File: config.mk
export PLATFORM = sky130hd
export DESIGN_NAME = mipsCore
export DESIGN_NICKNAME = d
export VERILOG_FILES = /design/src/hdl/mipsCtrlPkg.sv /design/src/hdl/mipsIsaPkg.sv /design/src/hdl/controlDecoder.sv /design/src/hdl/executeUnit.sv /design/src/hdl/fetchUnit.sv /design/src/hdl/memoryStage.sv /design/src/hdl/mipsCore.sv /design/src/hdl/registerFile.sv
export SDC_FILE = /design/constraint.sdc
export NUM_CORES = 2
export LEC_CHECK = 0
export BUFFER_PORTS_ARGS = -buffer_cell sky130_fd_sc_hd__buf_2
export CAP_MARGIN = 10
export CELL_PAD_IN_SITES_DETAIL_PLACEMENT = 0
export CELL_PAD_IN_SITES_GLOBAL_PLACEMENT = 1
export CORE_MARGIN = 2
export CORE_UTILIZATION = 55
export DETAILED_ROUTE_END_ITERATION = 8
export PLACE_DENSITY_LB_ADDON = 0.1
export SLEW_MARGIN = 20
export SYNTH_ARGS = -nofsm -noshare
export SYNTH_HDL_FRONTEND = slang
export SYNTH_SLANG_ARGS = --single-unit
File: constraint.sdc
create_clock -name Clk -period 18 [get_ports Clk]
set_input_delay 0.9 -clock Clk [delete_from_list [all_inputs] [get_ports Clk]]
set_output_delay 0.9 -clock Clk [all_outputs]
set_load 0.01 [all_outputs]
File: src/hdl/mipsCtrlPkg.sv
`default_nettype none

package mipsCtrlPkg;

	typedef enum logic [3:0] {
		aluAdd,
		aluSub,
		aluAnd,
		aluOr,
		aluXor,
		aluNor,
		aluSlt,
		aluSll,
		aluSrl,
		aluLui
	} aluOpT;

	typedef enum logic [1:0] {
		bSelRt,
		bSelImm,
		bSelShamt
	} aluBSelT;

	typedef enum logic [1:0] {
		branchNone,
		branchEq,
		branchNe
	} branchKindT;

	typedef enum logic [1:0] {
		jumpNone,
		jumpAbsolute, // 26-bit target field
		jumpRegister  // Address taken from rs
	} jumpKindT;

	typedef enum logic [1:0] {
		wbAlu,
		wbMem,
		wbLink
	} wbSelT;

	typedef enum logic {
		extZero,
		extSign
	} extendSignT;

endpackage

`default_nettype wire

File: src/hdl/mipsIsaPkg.sv
`default_nettype none

package mipsIsaPkg;

	localparam int dataWidth = 32;
	localparam int regAddrWidth = 5;

	typedef logic [dataWidth-1:0] wordT;
	typedef logic [regAddrWidth-1:0] regAddrT;

	// Instruction field positions and widths
	localparam int opLsb = 26;
	localparam int opcodeWidth = 6;
	localparam int rsLsb = 21;
	localparam int rtLsb = 16;
	localparam int rdLsb = 11;
	localparam int shamtLsb = 6;
	localparam int functWidth = 6;
	localparam int immWidth = 16;
	localparam int targetWidth = 26;

	localparam logic [opcodeWidth-1:0] opSpecial = 6'd0;
	localparam logic [opcodeWidth-1:0] opJ = 6'd2;
	localparam logic [opcodeWidth-1:0] opJal = 6'd3;
	localparam logic [opcodeWidth-1:0] opBeq = 6'd4;
	localparam logic [opcodeWidth-1:0] opBne = 6'd5;
	localparam logic [opcodeWidth-1:0] opAddi = 6'd8;
	localparam logic [opcodeWidth-1:0] opAddiu = 6'd9;
	localparam logic [opcodeWidth-1:0] opSlti = 6'd10;
	localparam logic [opcodeWidth-1:0] opAndi = 6'd12;
	localparam logic [opcodeWidth-1:0] opOri = 6'd13;
	localparam logic [opcodeWidth-1:0] opXori = 6'd14;
	localparam logic [opcodeWidth-1:0] opLui = 6'd15;
	localparam logic [opcodeWidth-1:0] opLw = 6'd35;
	localparam logic [opcodeWidth-1:0] opSw = 6'd43;

	localparam logic [functWidth-1:0] fnSll = 6'd0;
	localparam logic [functWidth-1:0] fnSrl = 6'd2;
	localparam logic [functWidth-1:0] fnJr = 6'd8;
	localparam logic [functWidth-1:0] fnAdd = 6'd32;
	localparam logic [functWidth-1:0] fnAddu = 6'd33;
	localparam logic [functWidth-1:0] fnSub = 6'd34;
	localparam logic [functWidth-1:0] fnSubu = 6'd35;
	localparam logic [functWidth-1:0] fnAnd = 6'd36;
	localparam logic [functWidth-1:0] fnOr = 6'd37;
	localparam logic [functWidth-1:0] fnXor = 6'd38;
	localparam logic [functWidth-1:0] fnNor = 6'd39;
	localparam logic [functWidth-1:0] fnSlt = 6'd42;

	localparam regAddrT linkReg = 5'd31; // JAL destination

endpackage

`default_nettype wire

File: src/hdl/controlDecoder.sv
`timescale 1ns/1ns
`default_nettype none

module controlDecoder (
	input  wire mipsIsaPkg::wordT instr,
	output mipsCtrlPkg::aluOpT aluOp,
	output mipsCtrlPkg::aluBSelT aluBSel,
	output mipsCtrlPkg::extendSignT extendSign,
	output mipsCtrlPkg::branchKindT branchKind,
	output mipsCtrlPkg::jumpKindT jumpKind,
	output mipsCtrlPkg::wbSelT wbSel,
	output logic memWrite,
	output logic regWrite,
	output mipsIsaPkg::regAddrT writeAddr
);

	logic [mipsIsaPkg::opcodeWidth-1:0] opcode;
	logic [mipsIsaPkg::functWidth-1:0] funct;
	mipsIsaPkg::regAddrT rt;
	mipsIsaPkg::regAddrT rd;

	assign opcode = instr[mipsIsaPkg::opLsb +: mipsIsaPkg::opcodeWidth];
	assign funct = instr[mipsIsaPkg::functWidth-1:0];
	assign rt = instr[mipsIsaPkg::rtLsb +: mipsIsaPkg::regAddrWidth];
	assign rd = instr[mipsIsaPkg::rdLsb +: mipsIsaPkg::regAddrWidth];

	always_comb begin
		aluOp = mipsCtrlPkg::aluAdd;
		aluBSel = mipsCtrlPkg::bSelRt;
		extendSign = mipsCtrlPkg::extZero;
		branchKind = mipsCtrlPkg::branchNone;
		jumpKind = mipsCtrlPkg::jumpNone;
		wbSel = mipsCtrlPkg::wbAlu;
		memWrite = 1'b0;
		regWrite = 1'b0;
		writeAddr = rt; // Immediates and loads

		case (opcode)
			mipsIsaPkg::opSpecial: begin
				writeAddr = rd;
				regWrite = 1'b1; // All-zero word lands here and writes r0
				case (funct)
					mipsIsaPkg::fnAdd, mipsIsaPkg::fnAddu: aluOp = mipsCtrlPkg::aluAdd;
					mipsIsaPkg::fnSub, mipsIsaPkg::fnSubu: aluOp = mipsCtrlPkg::aluSub;
					mipsIsaPkg::fnAnd: aluOp = mipsCtrlPkg::aluAnd;
					mipsIsaPkg::fnOr: aluOp = mipsCtrlPkg::aluOr;
					mipsIsaPkg::fnXor: aluOp = mipsCtrlPkg::aluXor;
					mipsIsaPkg::fnNor: aluOp = mipsCtrlPkg::aluNor;
					mipsIsaPkg::fnSlt: aluOp = mipsCtrlPkg::aluSlt;
					mipsIsaPkg::fnSll: begin
						aluOp = mipsCtrlPkg::aluSll;
						aluBSel = mipsCtrlPkg::bSelShamt;
					end
					mipsIsaPkg::fnSrl: begin
						aluOp = mipsCtrlPkg::aluSrl;
						aluBSel = mipsCtrlPkg::bSelShamt;
					end
					mipsIsaPkg::fnJr: begin
						regWrite = 1'b0;
						jumpKind = mipsCtrlPkg::jumpRegister;
					end
					default: regWrite = 1'b0;
				endcase
			end
			mipsIsaPkg::opAddi, mipsIsaPkg::opAddiu: begin
				aluBSel = mipsCtrlPkg::bSelImm;
				extendSign = mipsCtrlPkg::extSign;
				regWrite = 1'b1;
			end
			mipsIsaPkg::opSlti: begin
				aluOp = mipsCtrlPkg::aluSlt;
				aluBSel = mipsCtrlPkg::bSelImm;
				extendSign = mipsCtrlPkg::extSign;
				regWrite = 1'b1;
			end
			mipsIsaPkg::opAndi: begin
				aluOp = mipsCtrlPkg::aluAnd;
				aluBSel = mipsCtrlPkg::bSelImm;
				regWrite = 1'b1;
			end
			mipsIsaPkg::opOri: begin
				aluOp = mipsCtrlPkg::aluOr;
				aluBSel = mipsCtrlPkg::bSelImm;
				regWrite = 1'b1;
			end
			mipsIsaPkg::opXori: begin
				aluOp = mipsCtrlPkg::aluXor;
				aluBSel = mipsCtrlPkg::bSelImm;
				regWrite = 1'b1;
			end
			mipsIsaPkg::opLui: begin
				aluOp = mipsCtrlPkg::aluLui;
				aluBSel = mipsCtrlPkg::bSelImm;
				regWrite = 1'b1;
			end
			mipsIsaPkg::opLw: begin
				aluBSel = mipsCtrlPkg::bSelImm;
				extendSign = mipsCtrlPkg::extSign;
				wbSel = mipsCtrlPkg::wbMem;
				regWrite = 1'b1;
			end
			mipsIsaPkg::opSw: begin
				aluBSel = mipsCtrlPkg::bSelImm;
				extendSign = mipsCtrlPkg::extSign;
				memWrite = 1'b1;
			end
			mipsIsaPkg::opBeq: begin
				aluOp = mipsCtrlPkg::aluSub;
				branchKind = mipsCtrlPkg::branchEq;
			end
			mipsIsaPkg::opBne: begin
				aluOp = mipsCtrlPkg::aluSub;
				branchKind = mipsCtrlPkg::branchNe;
			end
			mipsIsaPkg::opJ: jumpKind = mipsCtrlPkg::jumpAbsolute;
			mipsIsaPkg::opJal: begin
				jumpKind = mipsCtrlPkg::jumpAbsolute;
				wbSel = mipsCtrlPkg::wbLink; // Return address is pc+4
				writeAddr = mipsIsaPkg::linkReg;
				regWrite = 1'b1;
			end
			default: ;
		endcase
	end

endmodule

`default_nettype wire

File: src/hdl/executeUnit.sv
`timescale 1ns/1ns
`default_nettype none

module executeUnit (
	input  wire mipsIsaPkg::wordT instr,
	input  wire mipsIsaPkg::wordT readData1,
	input  wire mipsIsaPkg::wordT readData2,
	input  wire mipsCtrlPkg::aluOpT aluOp,
	input  wire mipsCtrlPkg::aluBSelT aluBSel,
	input  wire mipsCtrlPkg::extendSignT extendSign,
	output mipsIsaPkg::wordT aluResult,
	output logic zero
);

	localparam int extBits = mipsIsaPkg::dataWidth - mipsIsaPkg::immWidth;
	localparam int shamtPad = mipsIsaPkg::dataWidth - mipsIsaPkg::regAddrWidth;

	logic [mipsIsaPkg::immWidth-1:0] imm;
	logic [mipsIsaPkg::regAddrWidth-1:0] shamt;
	logic immTop;
	mipsIsaPkg::wordT extImm;
	mipsIsaPkg::wordT operandB;

	assign imm = instr[mipsIsaPkg::immWidth-1:0];
	assign shamt = instr[mipsIsaPkg::shamtLsb +: mipsIsaPkg::regAddrWidth];
	assign immTop = (extendSign == mipsCtrlPkg::extSign) && imm[mipsIsaPkg::immWidth-1];
	assign extImm = {{extBits{immTop}}, imm};

	always_comb begin
		case (aluBSel)
			mipsCtrlPkg::bSelImm: operandB = extImm;
			mipsCtrlPkg::bSelShamt: operandB = {{shamtPad{1'b0}}, shamt};
			default: operandB = readData2;
		endcase
	end

	always_comb begin
		case (aluOp)
			mipsCtrlPkg::aluSub: aluResult = readData1 - operandB;
			mipsCtrlPkg::aluAnd: aluResult = readData1 & operandB;
			mipsCtrlPkg::aluOr: aluResult = readData1 | operandB;
			mipsCtrlPkg::aluXor: aluResult = readData1 ^ operandB;
			mipsCtrlPkg::aluNor: aluResult = ~(readData1 | operandB);
			mipsCtrlPkg::aluSlt: begin
				aluResult = {{(mipsIsaPkg::dataWidth-1){1'b0}},
					$signed(readData1) < $signed(operandB)};
			end
			// Shifts move rt by shamt
			mipsCtrlPkg::aluSll: begin
				aluResult = readData2 << operandB[mipsIsaPkg::regAddrWidth-1:0];
			end
			mipsCtrlPkg::aluSrl: begin
				aluResult = readData2 >> operandB[mipsIsaPkg::regAddrWidth-1:0];
			end
			mipsCtrlPkg::aluLui: aluResult = operandB << mipsIsaPkg::immWidth;
			default: aluResult = readData1 + operandB; // ADD, loads and stores
		endcase
	end

	assign zero = (aluResult == '0);

endmodule

`default_nettype wire

File: src/hdl/fetchUnit.sv
`timescale 1ns/1ns
`default_nettype none

module fetchUnit #(
	parameter mipsIsaPkg::wordT resetVector = '0
) (
	input  wire logic Clk,
	input  wire logic rstN,
	input  wire mipsCtrlPkg::branchKindT branchKind,
	input  wire mipsCtrlPkg::jumpKindT jumpKind,
	input  wire logic zero,
	input  wire logic [mipsIsaPkg::immWidth-1:0] immediate,
	input  wire logic [mipsIsaPkg::targetWidth-1:0] jumpTarget,
	input  wire mipsIsaPkg::wordT jumpReg,
	output mipsIsaPkg::wordT pc,
	output mipsIsaPkg::wordT pcPlus4
);

	localparam int extBits = mipsIsaPkg::dataWidth - mipsIsaPkg::immWidth - 2;
	localparam int topBits = mipsIsaPkg::dataWidth - mipsIsaPkg::targetWidth - 2;

	logic branchTaken;
	mipsIsaPkg::wordT branchAddr;
	mipsIsaPkg::wordT jumpAddr;
	mipsIsaPkg::wordT nextPc;

	assign pcPlus4 = pc + 32'd4;
	assign branchAddr = pcPlus4 + {{extBits{immediate[mipsIsaPkg::immWidth-1]}}, immediate, 2'b00};
	assign jumpAddr = {pcPlus4[mipsIsaPkg::dataWidth-1 -: topBits], jumpTarget, 2'b00};

	// BEQ and BNE both compare through the ALU subtract
	assign branchTaken = (branchKind == mipsCtrlPkg::branchEq && zero) ||
		(branchKind == mipsCtrlPkg::branchNe && !zero);

	always_comb begin
		case (jumpKind)
			mipsCtrlPkg::jumpAbsolute: nextPc = jumpAddr;
			mipsCtrlPkg::jumpRegister: nextPc = jumpReg; // JR
			default: nextPc = branchTaken ? branchAddr : pcPlus4;
		endcase
	end

	always_ff @(posedge Clk) begin
		if (!rstN) begin
			pc <= resetVector;
		end else begin
			pc <= nextPc;
		end
	end

endmodule

`default_nettype wire

File: src/hdl/memoryStage.sv
`timescale 1ns/1ns
`default_nettype none

module memoryStage #(
	parameter int dataMemWords = 64
) (
	input  wire logic Clk,
	input  wire mipsIsaPkg::wordT aluResult,
	input  wire mipsIsaPkg::wordT storeData,
	input  wire logic memWrite,
	input  wire mipsCtrlPkg::wbSelT wbSel,
	input  wire mipsIsaPkg::wordT pcPlus4,
	output mipsIsaPkg::wordT wbData
);

	localparam int addrBits = (dataMemWords > 1) ? $clog2(dataMemWords) : 1;

	mipsIsaPkg::wordT mem [dataMemWords];
	logic [addrBits-1:0] wordAddr;
	mipsIsaPkg::wordT readData;

	assign wordAddr = aluResult[addrBits+1:2]; // Byte offset dropped
	assign readData = mem[wordAddr];

	always_ff @(posedge Clk) begin
		if (memWrite) begin
			mem[wordAddr] <= storeData;
		end
	end

	always_comb begin
		case (wbSel)
			mipsCtrlPkg::wbMem: wbData = readData;
			mipsCtrlPkg::wbLink: wbData = pcPlus4;
			default: wbData = aluResult;
		endcase
	end

endmodule

`default_nettype wire

File: src/hdl/mipsCore.sv
`timescale 1ns/1ns
`default_nettype none

module mipsCore #(
	parameter mipsIsaPkg::wordT resetVector = '0,
	parameter int dataMemWords = 64
) (
	input  wire logic Clk,
	input  wire logic rstN,
	input  wire mipsIsaPkg::wordT instr,
	output mipsIsaPkg::wordT pc,
	output logic wbEn,
	output mipsIsaPkg::regAddrT wbAddr,
	output mipsIsaPkg::wordT wbData
);

	mipsCtrlPkg::aluOpT aluOp;
	mipsCtrlPkg::aluBSelT aluBSel;
	mipsCtrlPkg::extendSignT extendSign;
	mipsCtrlPkg::branchKindT branchKind;
	mipsCtrlPkg::jumpKindT jumpKind;
	mipsCtrlPkg::wbSelT wbSel;
	logic memWrite;
	logic zero;
	mipsIsaPkg::wordT readData1;
	mipsIsaPkg::wordT readData2;
	mipsIsaPkg::wordT aluResult;
	mipsIsaPkg::wordT pcPlus4;

	fetchUnit #(
		.resetVector(resetVector)
	) fetchUnit_inst (
		.Clk(Clk),
		.rstN(rstN),
		.branchKind(branchKind),
		.jumpKind(jumpKind),
		.zero(zero),
		.immediate(instr[mipsIsaPkg::immWidth-1:0]),
		.jumpTarget(instr[mipsIsaPkg::targetWidth-1:0]),
		.jumpReg(readData1),
		.pc(pc),
		.pcPlus4(pcPlus4)
	);

	controlDecoder controlDecoder_inst (
		.instr(instr),
		.aluOp(aluOp),
		.aluBSel(aluBSel),
		.extendSign(extendSign),
		.branchKind(branchKind),
		.jumpKind(jumpKind),
		.wbSel(wbSel),
		.memWrite(memWrite),
		.regWrite(wbEn),
		.writeAddr(wbAddr)
	);

	registerFile registerFile_inst (
		.Clk(Clk),
		.rstN(rstN),
		.readAddr1(instr[mipsIsaPkg::rsLsb +: mipsIsaPkg::regAddrWidth]),
		.readAddr2(instr[mipsIsaPkg::rtLsb +: mipsIsaPkg::regAddrWidth]),
		.writeAddr(wbAddr),
		.writeData(wbData),
		.writeEn(wbEn),
		.readData1(readData1),
		.readData2(readData2)
	);

	executeUnit executeUnit_inst (
		.instr(instr),
		.readData1(readData1),
		.readData2(readData2),
		.aluOp(aluOp),
		.aluBSel(aluBSel),
		.extendSign(extendSign),
		.aluResult(aluResult),
		.zero(zero)
	);

	memoryStage #(
		.dataMemWords(dataMemWords)
	) memoryStage_inst (
		.Clk(Clk),
		.aluResult(aluResult),
		.storeData(readData2),
		.memWrite(memWrite),
		.wbSel(wbSel),
		.pcPlus4(pcPlus4),
		.wbData(wbData)
	);

endmodule

`default_nettype wire

File: src/hdl/registerFile.sv
`timescale 1ns/1ns
`default_nettype none

module registerFile (
	input  wire logic Clk,
	input  wire logic rstN,
	input  wire mipsIsaPkg::regAddrT readAddr1,
	input  wire mipsIsaPkg::regAddrT readAddr2,
	input  wire mipsIsaPkg::regAddrT writeAddr,
	input  wire mipsIsaPkg::wordT writeData,
	input  wire logic writeEn,
	output mipsIsaPkg::wordT readData1,
	output mipsIsaPkg::wordT readData2
);

	localparam int numRegs = 2 ** mipsIsaPkg::regAddrWidth;

	mipsIsaPkg::wordT regs [numRegs];

	// r0 is hardwired to zero
	assign readData1 = (readAddr1 == '0) ? '0 : regs[readAddr1];
	assign readData2 = (readAddr2 == '0) ? '0 : regs[readAddr2];

	always_ff @(posedge Clk) begin
		if (!rstN) begin
			for (int i = 0; i < numRegs; i++) begin
				regs[i] <= '0;
			end
		end else if (writeEn && writeAddr != '0) begin
			regs[writeAddr] <= writeData;
		end
	end

endmodule

`default_nettype wire

==> out/qor.yml <==
floorplanning:
  start_util_pct: 55.3
  io_pins: 104
  die_area_mm2: 0.271
  die_h_um: 521
  chipWidth_um: 521
  row_count: 189
  coreArea_mm2: 0.265
cts:
  clk_pin_slew_worst_paths_ns: 0.06
  ctsResizeCount: 0
  postCtsSetupBuffers: 0
  root_buffer: "clkbuf_16"
  hold_buffers: 0
  cts.sinks: 3104
  cts_buffers: 327
  htreeDepth: 5
  cts_buffer_depth: 4
  clk_latency_ns: 1.01
  cts_tree: "built"
drt:
  ant_nets: 0
  dr.first_iter.drc_count: 19700
  viasPerCell: 7.62
  dr.pass1.iters: 9
  drc: 1
  wirelength_um: 645000
  wl_per_cell_um: 45.4
  route.vias.total: 108000
yosys:
  synth_area_leader_cell: "edfxtp_1"
  netlist_top_cells_area: "edfxtp_1 63%, mux4_2 8.0%, nor2_1 2.3%"
  ys_seq_area_share_pct: 63.3
  postSynthCellCount: 10400
  synth-edff-count: 3072
  ys_ff_latch: 3104
  avgSynthCellArea_um2: 14.1
  ys_types: 120
  yosys_warnings: 0
  yosysMostFrequentCell: "edfxtp_1"
  ys_top_cells_by_count: "3072 x edfxtp_1, 914 x nor2_1, 519 x mux4_2, 492 x nor3_1, 484 x nand2_1"
  synth_flop_cell: "edfxtp_1"
  synthArstFlopShare_pct: 0
  synth_top_cell_area_share_pct: 62.8
  syn_area_mm2: 0.147
final_layout:
  regArea_mm2: 0.0929
  fill_cells: 20100
  multi_input_area_mm2: 0.0504
  fin_nets: 10600
  area_delta_synth_final_pct: 11.2
  drive_gt1_share_pct: 20.8
sta:
  rsz0062_at_grt: "no"
  worst_pin_slew_ns: 1.38
  max_clock_freq_mhz: 71.9
  fin_setup_tns_ns: 0
  period_needed_ns: 13.92
  final_hold_viol_count: 0
  setup_viol: 0
  relSlewSlack_pct: 7.51
  clock_skew_ns: 0.117
  finalMaxSlewViolations: 0
  fin_crit_sh_pct: 77.3
worst_setup_path:
  reg2regPathDepth: 27
  cp-start-kind: "input pin"
  cpPeakStageDelay_ns: 0.89
  crit_fanout: 55
  cp_common_cell: "buf_4"
  r2r_slack_ns: 7.49
  arrival_ns: 13.02
  crit_required_ns: 17.10
  slowest_stage: "a21oi_1"
  critical_path_class: "input pin to primary output"
  regToRegStartpoint: "registerFile_inst.regs[15][2]"
  r2r-end: "registerFile_inst.regs[10][8]"
  end_kind: "primary output"
placement:
  gp_congestion: 1.04
  portBuffers: 103
  hpwl_um: 397000
worst_hold_path:
  worstHoldEndpoint: "fetchUnit_inst.pc[9]"
  hold_path_depth: 3
  min_path_type: "input pin to register"
  hold_path_startpoint: "rstN"
run:
  maxCapViolCount: 0
run_status:
  violations: "DRC"
  status: "complete, but fails checks"
global_route:
  grt_max_degree: 84
  grt_pass1_vias: 102000
  antenna_found_initial: 46
  grt.total_usage_pct: 47.0
  overflow: 0
  grt_pass1_wl_um: 867000
pwr:
  totalPowerFinal_w: 0.0215
  pwr_density_cell_mw_per_mm2: 132
  p_sw_w: 0.00795
  combPwrFrac_pct: 30.7
  p_int_w: 0.0136
  swShare_pct: 36.9
  power.share.clock_pct: 31.1
  leakagePower_nw: 55.4
  vdd_drop_max_uv: 142
  p_seq_share_pct: 38.2
state kept, by name, summed over array words and instances (netlist names):
name	count
memoryStage_inst.mem	2048
fetchUnit_inst.pc	32
registerFile_inst.regs	1024
stage by stage:
stage | instance area (µm²) | utilization [%] | hold WS [ns] | setup slack [ns] | std cells
floorplan | 147000 | - | 0.576 | 8.03 | 10400
global placement | 152000 | 57.4 | 0.665 | 4.20 | 13600
detailed placement | 153000 | 57.5 | 0.660 | 4.79 | 13600
CTS | 163000 | 61.4 | 0.404 | 4.75 | 14200
global route | 163000 | 61.5 | 0.469 | 4.20 | 14200
finish | 163000 | 61.5 | 0.438 | 4.08 | 14200
critical path, delay by kind of cell:
family | cells | cell delay (ns)
buffers and inverters | 10 | 3.81
AO/OA/AOI/OAI | 10 | 3.47
adder cells (fa/ha/maj) | 2 | 0.82
AND/OR/NAND/NOR | 10 | 3.54
XOR/XNOR | 1 | 0.14
logic make-up (layout without fill, tap and decap cells):
| group | after synthesis | in the layout | synth area share [%] |
|---|---|---|---|
| AND/OR/NAND/NOR | 2586 | 2586 | 8.32 |
| flip-flops | 3104 | 3104 | 63.3 |
| AO/OA/AOI/OAI | 2326 | 2326 | 11.4 |
| buffers and inverters | 1104 | 1354 | 3.60 |
| adder cells (fa/ha/maj) | 135 | 135 | 1.17 |
| other | 1 | 58 | 0.00255 |
| XOR/XNOR | 82 | 82 | 0.489 |
| multiplexers | 1051 | 1051 | 11.8 |
power by group through the flow:
stage / Clock, W / Sequential (W) / Combinational [W]
global placement: 0 / 0.00836 / 0.00615
detailed placement: 0 / 0.00837 / 0.00620
CTS: 0.00668 / 0.00821 / 0.00623
floorplan: 0 / 0.00835 / 0.00333
global route: 0.00694 / 0.00822 / 0.00657
finish: 0.00670 / 0.00822 / 0.00662
worst max-delay path by stage:
stage	start	end	slack [ns]	cells after the start
finish	instr[31]	wbData[8]	4.08	33
global route	instr[31]	wbData[8]	4.20	33
CTS	instr[31]	wbData[8]	4.75	33
detailed placement	instr[31]	wbData[8]	4.79	33
global placement	instr[31]	wbData[8]	4.20	32
floorplan	instr[28]	memoryStage_inst.mem[24][0]	8.03	32
per-layer routing:
layer  part of all wire (%)  vias to the layer above  GRT usage (%)
li1                       -                    41600              -
met1                     33                    54500           58.9
met2                     42                     9887           67.1
met3                     14                     2440           14.8
met4                     10                       30           38.6
met5                  0.068                        -              0
cell usage in the layout, fill, tap and decap left out, types with 185 or more instances in the layout:
cell	synthesis	routed
edfxtp_1	3072	3072
nor2_1	914	835
mux4_2	519	519
nor3_1	492	478
buf_4	83	466
nand2_1	484	416
a21oi_1	385	374
o22ai_1	354	352
mux2i_1	340	331
clkbuf_16	0	330
a211oi_1	225	222
o221ai_1	192	191
nand3_1	186	185
final cells by class:
class	count	area share [%]
antenna	26	0.0399
clock inverter	212	1.21
sequential	3104	56.9
tap	3533	2.71
multi-input combinational	6212	30.9
timing repair buffer	586	2.68
inverter	174	0.403
clock buffer	382	5.18
Power figures use the tool's default switching activity.
